[src/verilog/ifu_pkg.sv]
package ifu_pkg;

  // byte address on the instruction bus, also used for every pc
  typedef logic [31:0] addr_t;

  // raw instruction word as returned by the bus
  typedef logic [31:0] inst_t;

  // fetch machine
  //   idle   nothing outstanding, nothing held (only after reset)
  //   access one request on the bus, waiting for ack
  //   flush  request on the bus but redirected, its ack is dropped
  //   hold   instruction presented to decode
  typedef enum logic [1:0] {
    ST_IDLE   = 2'd0,
    ST_ACCESS = 2'd1,
    ST_FLUSH  = 2'd2,
    ST_HOLD   = 2'd3
  } fetch_state_t;

  // pc step between sequential fetches
  localparam addr_t INST_BYTES = 32'd4;

endpackage

[src/verilog/ifu_fetch_addr.sv]
module ifu_fetch_addr #(
  parameter ifu_pkg::addr_t RESET_PC = 32'h0000_0100
) (
  input  logic           clk,
  input  logic           rst,

  input  logic           i_issue,
  input  logic           i_use_target,
  input  ifu_pkg::addr_t i_target,

  output ifu_pkg::addr_t o_req_addr,

  output logic           o_instbus_req,
  output ifu_pkg::addr_t o_instbus_addr
);

  import ifu_pkg::*;

  // next sequential fetch address
  addr_t pc_seq;

  // address of the last request, held on the bus
  addr_t req_addr;
  logic  req;

  addr_t fetch_addr;

  // redirect target wins over the sequential pc
  assign fetch_addr = i_use_target ? i_target : pc_seq;

  always_ff @(posedge clk) begin
    if (rst) begin
      pc_seq   <= RESET_PC;
      req_addr <= RESET_PC;
      req      <= 1'b0;
    end else begin
      req <= i_issue;
      if (i_issue) begin
        req_addr <= fetch_addr;
        pc_seq   <= fetch_addr + INST_BYTES;
      end
    end
  end

  assign o_req_addr     = req_addr;
  assign o_instbus_req  = req;
  assign o_instbus_addr = req_addr;

  // one request at a time, each one a single-cycle pulse
  req_single_pulse: assert property (
    @(posedge clk) disable iff (rst)
    o_instbus_req |=> !o_instbus_req
  ) else $error("instbus request held for more than one cycle");

  // fetches are always word aligned
  addr_aligned: assert property (
    @(posedge clk) disable iff (rst)
    o_instbus_addr[1:0] == 2'b00
  ) else $error("misaligned instbus address %h", o_instbus_addr);

endmodule

[src/verilog/ifu_fetch_ctrl.sv]
module ifu_fetch_ctrl (
  input  logic           clk,
  input  logic           rst,

  // execute stage
  input  logic           i_alu_vld,
  input  logic           i_alu_trap,
  input  logic           i_alu_br_miss,
  input  ifu_pkg::addr_t i_alu_pc_next,

  // decode stage
  input  logic           i_idu_freeze,

  // instruction bus return
  input  logic           i_instbus_ack,
  input  ifu_pkg::inst_t i_instbus_data,

  // address side
  input  ifu_pkg::addr_t i_req_addr,
  output logic           o_issue,
  output logic           o_use_target,
  output ifu_pkg::addr_t o_target,

  // to decode
  output logic           o_ifu_vld,
  output ifu_pkg::inst_t o_ifu_inst,
  output ifu_pkg::addr_t o_ifu_inst_pc
);

  import ifu_pkg::*;

  fetch_state_t state;
  fetch_state_t state_nxt;

  logic  redirect;
  logic  load_inst;
  logic  load_pend;

  // target saved while the flushed access drains
  addr_t pend_target;

  logic  vld;
  inst_t inst;
  addr_t inst_pc;

  // branch miss or trap from execute
  assign redirect = i_alu_vld & (i_alu_trap | i_alu_br_miss);

  // a fresh redirect in flush replaces the saved target
  assign o_target = (state == ST_FLUSH && !redirect) ? pend_target : i_alu_pc_next;

  always_comb begin
    state_nxt    = state;
    o_issue      = 1'b0;
    o_use_target = 1'b0;
    load_inst    = 1'b0;
    load_pend    = 1'b0;

    unique case (state)
      ST_IDLE: begin
        // first fetch out of reset
        o_issue      = 1'b1;
        o_use_target = redirect;
        state_nxt    = ST_ACCESS;
      end

      ST_ACCESS: begin
        if (i_instbus_ack && redirect) begin
          // data is stale, go straight to the target
          o_issue      = 1'b1;
          o_use_target = 1'b1;
          state_nxt    = ST_ACCESS;
        end else if (i_instbus_ack) begin
          load_inst = 1'b1;
          state_nxt = ST_HOLD;
        end else if (redirect) begin
          load_pend = 1'b1;
          state_nxt = ST_FLUSH;
        end
      end

      ST_FLUSH: begin
        if (i_instbus_ack) begin
          // drop this ack and fetch the target
          o_issue      = 1'b1;
          o_use_target = 1'b1;
          state_nxt    = ST_ACCESS;
        end else if (redirect) begin
          load_pend = 1'b1;
        end
      end

      ST_HOLD: begin
        if (redirect) begin
          o_issue      = 1'b1;
          o_use_target = 1'b1;
          state_nxt    = ST_ACCESS;
        end else if (!i_idu_freeze) begin
          // accepted by decode, fetch the next one
          o_issue   = 1'b1;
          state_nxt = ST_ACCESS;
        end
      end

      default: begin
        state_nxt = ST_IDLE;
      end
    endcase
  end

  always_ff @(posedge clk) begin
    if (rst) begin
      state <= ST_IDLE;
      vld   <= 1'b0;
    end else begin
      state <= state_nxt;
      // valid rises with a captured instruction, falls when the next fetch goes out
      if (load_inst) begin
        vld <= 1'b1;
      end else if (o_issue) begin
        vld <= 1'b0;
      end
    end
  end

  // instruction and its pc, captured with the ack
  always_ff @(posedge clk) begin
    if (load_inst) begin
      inst    <= i_instbus_data;
      inst_pc <= i_req_addr;
    end
  end

  always_ff @(posedge clk) begin
    if (load_pend) begin
      pend_target <= i_alu_pc_next;
    end
  end

  assign o_ifu_vld     = vld;
  assign o_ifu_inst    = inst;
  assign o_ifu_inst_pc = inst_pc;

  // bus must only answer an outstanding request
  ack_when_outstanding: assert property (
    @(posedge clk) disable iff (rst)
    i_instbus_ack |-> (state == ST_ACCESS || state == ST_FLUSH)
  ) else $error("instbus ack with no request outstanding");

  // valid to decode tracks the hold state
  vld_in_hold: assert property (
    @(posedge clk) disable iff (rst)
    o_ifu_vld == (state == ST_HOLD)
  ) else $error("ifu valid out of step with fetch state");

endmodule

[src/verilog/riscv_ifu.sv]
module riscv_ifu #(
  parameter ifu_pkg::addr_t RESET_PC = 32'h0000_0100
) (
  input  logic           clk,
  input  logic           rst,

  // execute stage
  input  logic           i_alu_vld,
  input  logic           i_alu_trap,
  input  logic           i_alu_br_miss,
  input  ifu_pkg::addr_t i_alu_pc_next,

  // decode stage
  input  logic           i_idu_freeze,
  output logic           o_ifu_vld,
  output ifu_pkg::inst_t o_ifu_inst,
  output ifu_pkg::addr_t o_ifu_inst_pc,

  // instruction bus
  output logic           o_instbus_req,
  output ifu_pkg::addr_t o_instbus_addr,
  input  logic           i_instbus_ack,
  input  ifu_pkg::inst_t i_instbus_data
);

  import ifu_pkg::*;

  logic  issue;
  logic  use_target;
  addr_t target;
  addr_t req_addr;

  // fetch sequencing and the decode register
  ifu_fetch_ctrl ctrl_i (
    .clk            (clk),
    .rst            (rst),
    .i_alu_vld      (i_alu_vld),
    .i_alu_trap     (i_alu_trap),
    .i_alu_br_miss  (i_alu_br_miss),
    .i_alu_pc_next  (i_alu_pc_next),
    .i_idu_freeze   (i_idu_freeze),
    .i_instbus_ack  (i_instbus_ack),
    .i_instbus_data (i_instbus_data),
    .i_req_addr     (req_addr),
    .o_issue        (issue),
    .o_use_target   (use_target),
    .o_target       (target),
    .o_ifu_vld      (o_ifu_vld),
    .o_ifu_inst     (o_ifu_inst),
    .o_ifu_inst_pc  (o_ifu_inst_pc)
  );

  // pc and bus request
  ifu_fetch_addr #(
    .RESET_PC (RESET_PC)
  ) addr_i (
    .clk            (clk),
    .rst            (rst),
    .i_issue        (issue),
    .i_use_target   (use_target),
    .i_target       (target),
    .o_req_addr     (req_addr),
    .o_instbus_req  (o_instbus_req),
    .o_instbus_addr (o_instbus_addr)
  );

endmodule

[config.mk]
export PLATFORM = sky130hd
export DESIGN_NAME = riscv_ifu
export DESIGN_NICKNAME = d
export VERILOG_FILES = /design/src/verilog/ifu_pkg.sv /design/src/verilog/ifu_fetch_addr.sv /design/src/verilog/ifu_fetch_ctrl.sv /design/src/verilog/riscv_ifu.sv
export SDC_FILE = /design/constraint.sdc
export NUM_CORES = 1
export LEC_CHECK = 0
export BUFFER_PORTS_ARGS = -buffer_cell sky130_fd_sc_hd__clkbuf_2
export CAP_MARGIN = 0
export CORE_ASPECT_RATIO = 0.9
export CORE_MARGIN = 2
export CORE_UTILIZATION = 54
export CTS_CLUSTER_SIZE = 24
export DETAILED_ROUTE_END_ITERATION = 10
export GPL_TIMING_DRIVEN = 0
export HOLD_SLACK_MARGIN = 0.12
export PLACE_DENSITY = 0.76
export SETUP_SLACK_MARGIN = 0.15
export SYNTH_ARGS = -nofsm -noshare
export SYNTH_HDL_FRONTEND = slang
export SYNTH_SLANG_ARGS = --single-unit
[constraint.sdc]
create_clock -name clk -period 6.8 [get_ports clk]
set_clock_uncertainty 0.2 [all_clocks]
set_input_delay 0.68 -clock clk [delete_from_list [all_inputs] [get_ports clk]]
set_output_delay 0.68 -clock clk [all_outputs]
set_load 0.05 [all_outputs]
# Yosys cells after proc, flatten, opt, wreduce, memory -nomap -nowiden
# Index checks and enable logic that the tools add are counted.
# W data, S select, Z words.
[classes]
add_sub_neg = 1
multipliers = 0
div_mod_pow = 0
magnitude_cmp = 0
eq_ne = 6
shift = 0
n_mux = 23
bitwise_logic = 2
reduce_logical = 6
[op_table]
columns = ["op", "n"]
rows = [
  ["$mux W32", 2],
  ["$add A32 B3 Y32 const B", 1],
  ["$mux W2", 6],
  ["$mux W1", 11],
  ["$pmux W1 S4", 2],
  ["$pmux W2 S4", 1],
  ["$eq A2 B2 Y1 const B", 2],
  ["$ne A4 B2 Y1 const B", 1],
  ["$ne A3 B2 Y1 const B", 1],
  ["$reduce_and A3 Y1", 1],
  ["$eq A2 B1 Y1 const B", 1],
  ["$logic_and A1 B1 Y1", 2],
  ["$logic_not A2 Y1", 1],
  ["$ne A2 B2 Y1 const B", 1],
  ["$pmux W1 S2", 1],
  ["$reduce_bool A2 Y1", 1],
  ["$and A1 B1 Y1", 1],
  ["$logic_not A1 Y1", 1],
  ["$or A1 B1 Y1", 1],
]
[totals]
register_bits = 164
latch_bits = 0
ramBits = 0
romBits = 0
input_bits = 71
out_inout_bits = 98
elab_cells = 46
n_memories = 0

# Depth between registers and ports, before layout
[logic_depth]
word_depth = 7
depth_mapped = 16

# Hierarchy
# From an unflattened synthesis, not the netlist that was laid out.
[unflattened]
hier_cells = 610
area_unflattened_um2 = 7612.3
[by_module_without_submodules]
columns = ["mod", "instances", "cells_each", "area_each_um2"]
rows = [
  ["ifu_fetch_addr", 1, 446, 3896.2],
  ["ifu_fetch_ctrl", 1, 164, 3716.1],
]

# Least setup slack after synthesis
# Ideal clock, no wire load.
[synth_timing]
kind = "register -> register"
start = "register ctrl_i.state[0]"
end = "register ctrl_i.pend_target[0], enable pin"
arrival_ps = 4577
required_time_ps = 6087
slack_ps = 1510
stages_incl_launch_ff = 8
n_path_buf = 3
synth_period_minus_slack_ps = 5290
cell_sequence = "dfxtp_1 -> inv_1 -> ha_1 -> buf_2 -> buf_2 -> buf_2 -> nor2_1 -> nor4b_1"
[synth_between]
elab_chain_len = 2
elab_cells_between_ends = 3
[synth_rtl]
columns = ["element", "line", "rtl"]
rows = [
  ["from (decl)", "ifu_fetch_ctrl.sv:32", "fetch_state_t state;"],
  ["from (signal assigned)", "ifu_fetch_ctrl.sv:116", "state <= state_nxt;"],
  ["$eq A2 B2 Y1 or $eq A2 B1 Y1 (tied branches)", "ifu_fetch_ctrl.sv:59", "unique case (state)"],
  ["$pmux W1 S2 *", "ifu_fetch_ctrl.sv:59", ""],
  ["net ctrl_i.load_pend", "ifu_fetch_ctrl.sv:37", "logic load_pend;"],
  ["to (signal assigned)", "ifu_fetch_ctrl.sv:136", "pend_target <= i_alu_pc_next;"],
  ["to (decl)", "ifu_fetch_ctrl.sv:40", "addr_t pend_target;"],
]
# The timed path passes the listed nets; every way through them passes the cells marked *.
# A chain may end at the register's enable or synchronous reset.

# Worst setup path in the final report
[layout_timing]
start = "register ctrl_i.state[0]"
end = "register addr_i.pc_seq[22]"
[layout_between]
elab_chain_len = 5
elab_cells_between_ends = 10
[layout_rtl]
columns = ["element", "line", "rtl"]
rows = [
  ["parallel branches: the longest is 3 deep, another holds $pmux W1 S4", "n/a", ""],
  ["$mux W32 *", "ifu_fetch_addr.sv:29", "assign fetch_addr = i_use_target ? i_target : pc_seq;"],
  ["net addr_i.fetch_addr[3]", "ifu_fetch_addr.sv:26", "addr_t fetch_addr;"],
  ["$add A32 B3 Y32 *", "ifu_fetch_addr.sv:40", "pc_seq <= fetch_addr + INST_BYTES;"],
  ["to (signal assigned)", "ifu_fetch_addr.sv:40", ""],
  ["to (decl)", "ifu_fetch_addr.sv:20", "addr_t pc_seq;"],
]
# Mark *: on every way through the listed nets, which the timed path passes.

==> impl_results.md <==
- Outcome: complete, no violations
- Max_cap viols: 0
- Unique masters post-synth: 54
- Number of flops mapped to enable cells by yosys: 96
- R2R depth: 15
- Syn_area_per_cell: 10.3 um2
- Remaining DRCs: 0
- Via count: around 6.5k
- GR Overflow Total: 0
- Dpl hpwl: 16700 um
- Iter 0 DRT Violations: between 700 and 800
- Final Hold Vio Count: 0
- HP Class: in -> reg
- Lkg Pwr: approximately 3.5 nW
- Pin count of the biggest net entering global routing: between 40 and 50
- Crit end category: flip-flop
- Synth Net Count: about 770
- Share of cells above drive strength 1: 0.264
- Worst Hold Depth: 1
- Area contributors post-synth: edfxtp_1, dfxtp_1, nand2_1
- Total track usage: 0.319
- Clock transition at path regs: approximately 60 ps
- Seq cells post-synth: about 160
- Inserted Diodes: 0
- Initial antenna violation count: 0
- CTS Sinks: about 160
- Cts repair resizes: 0
- Cells after Synth: around 700
- Total Routed Length: roughly 23000 um
- Filler instances: ~1000
- Final net count: 965
- Detailed-route vias per instance: 6.12
- PD cells: about 300 nW/um2
- Routability congestion estimate: about 1.0
- Vias in the first global route: ~6.1k
- I/O pin total: between 150 and 200
- First-pass GRT wire length: roughly 34000 um
- Worst Setup Path Type: reg -> reg
- RSZ-0062 raised after global routing: false
- YS warnings: 0
- Std cell rows: 39
- Die ar.: around 14000 um2
- Max Fanout on Critical Path: 10
- Max clock buf depth: 2
- Core ar.: 12800 um2
- Post-CTS setup buffers: 0
- Critical Path RT: 6930 ps
- Largest area contributor in the netlist: edfxtp_1
- Mapped cell area: 7160 um2
- Data arrival, critical path: 5420 ps
- Final Cycle Share: 0.778
- CTS H-tree lvls: 4
- CTS tree: built
- Die Width: approximately 130 um
- Worst VDD drop: 0.218 mV
- Async SR Flop Fraction: 0
- Setup ws final: approximately 1500 ps
- CP startpoint kind: flip-flop
- Final setup vio count: 0
- Non-Filler Instances: between 1k and 1.5k
- Ys flop type: edfxtp_1
- Slew Limit Headroom: 0.489
- Place WS: between 1500 and 2000 ps
- Most common cell after layout, fill and taps aside: clkbuf_2
- Die height: ~110 um
- Root Buffer Master: clkbuf_16
- Post-DR wirelength/cell: ~21 um
- Clock Latency Late Sink: between 400 and 500 ps
- Post-synth top area share: 0.403
- Hold buffers post-CTS: 0
- Max Slew Vio Count: 0
- Area growth syn-to-layout: 23.1%
- Most frequent cells in the layout: clkbuf_2, nand2_1, edfxtp_1, nor2_1, dfxtp_1
- Number of placed cells counting well taps: 1034
- Worst-margin pin slew: 767 ps
- CTS buffer count: 17
- Crit path time final: approximately 5300 ps
- Initial Utilization: 0.558
- Sequential cell area fraction in the yosys report: 0.587
- Fin Hold WS: roughly 220 ps
- PortBufs: 167
- Detailed Routing Iterations Pass 1: 6
- Routed Antenna Nets: 0
- Achievable frequency: approximately 190 MHz
## power breakdown
group	total (mW)	internal (mW)	switching (mW)
combinational	0.576	0.158	0.418
sequential	1.18	1.12	0.0555
clock	0.907	0.489	0.418
## worst paths after layout
kind / from / end / slack, ps
setup / recovery: ctrl_i.state[0] / addr_i.pc_seq[22] / 1510
hold reg to reg: addr_i.o_instbus_addr[30] / ctrl_i.o_ifu_inst_pc[30] / 260
hold / removal: i_instbus_data[30] / ctrl_i.o_ifu_inst[30] / 220
setup reg to reg: ctrl_i.state[0] / addr_i.pc_seq[22] / 1510
## Yosys cell counts, types with 2 or more instances
master / count
a221oi_1: 4
dfxtp_1: 66
a221o_1: 3
xnor2_1: 6
o211ai_1: 4
buf_6: 2
or4_1: 3
xor2_1: 9
nor2_1: 71
a211oi_1: 24
nor3b_1: 2
and2_1: 3
nand4_1: 9
ha_1: 5
nand3_1: 36
mux2_2: 3
and3_1: 13
buf_2: 11
or3_1: 5
a31o_2: 3
o31ai_1: 5
nand2_1: 117
buf_1: 4
o32ai_1: 2
nand3b_1: 2
o21ai_0: 19
inv_1: 6
a21oi_1: 52
edfxtp_1: 96
nor4_1: 3
clkbuf_1: 26
buf_4: 6
a311oi_1: 10
a31oi_1: 31
mux2i_1: 8
nor3_1: 10
o21ai_2: 2
## stage by stage
step | power [mW] | TNS [ps] | utilization | cell area (um2)
2_1_floorplan | 1.58 | 0 | - | 7160
3_5_place_dp | 1.76 | 0 | 0.644 | 8260
5_1_grt | 2.76 | 0 | 0.687 | 8820
4_1_cts | 2.66 | 0 | 0.687 | 8820
3_3_place_gp | 1.74 | -9670 | 0.639 | 8200
6_report | 2.66 | 0 | 0.687 | 8820
## registers in the layout, summed over array words and instances (netlist names)
signal / flops
addr_i.o_instbus_addr: 30
ctrl_i.o_ifu_inst: 32
ctrl_i.o_ifu_vld: 1
ctrl_i.state: 2
ctrl_i.pend_target: 32
ctrl_i.o_ifu_inst_pc: 32
addr_i.pc_seq: 32
addr_i.o_instbus_req: 1
## critical path: stages (launching register included)
cell and delay [ps]:
dfxtp_1 370, inv_1 90, ha_1 360, a21boi_1 190, o21ai_2 380, buf_2 330
buf_1 500, clkbuf_1 470, nor2_1 80, a31oi_1 270, ha_1 310, o21ai_0 150
nor2_1 510, nand3_1 300, or3_1 390, a311oi_1 280
## area by class of cell
class                           count  area [um2]  share of cell area
Tap cell                          164         205              0.0233
Clock inverter                     13         113              0.0128
Multi-Input combinational cell    480        2700               0.307
Inverter                            7        26.3             0.00298
Timing Repair Buffer              172         886               0.100
Sequential cell                   162        4200               0.477
Clock buffer                       19         443              0.0502
Buffer                             49         235              0.0267
## per-layer routing
| metal | share of wire | up-vias | routed length [um] | track usage |
|---|---|---|---|---|
| met5 | 0 | - | 0 | 0 |
| met4 | 0.027 | 0 | 603 | 0.125 |
| met3 | 0.11 | 55 | 2520 | 0.0865 |
| met2 | 0.46 | 447 | 10300 | 0.495 |
| met1 | 0.41 | 3063 | 9170 | 0.433 |
| li1 | - | 2956 | - | - |
## cell families (layout without fill, tap and decap cells)
| group | after synthesis | count (layout) | share of synthesized area |
|---|---|---|---|
| and+or+nand+nor | 280 | 280 | 0.176 |
| AOI/OAI and AO/OA | 169 | 169 | 0.157 |
| DFF | 162 | 162 | 0.587 |
| buffers and inverters | 56 | 260 | 0.0365 |
| xor gates and xnor gates | 15 | 15 | 0.0183 |
| muxes | 11 | 11 | 0.0159 |
| adders and majority gates | 5 | 5 | 0.00874 |
No activity file was read; power rests on OpenSTA's default activity.
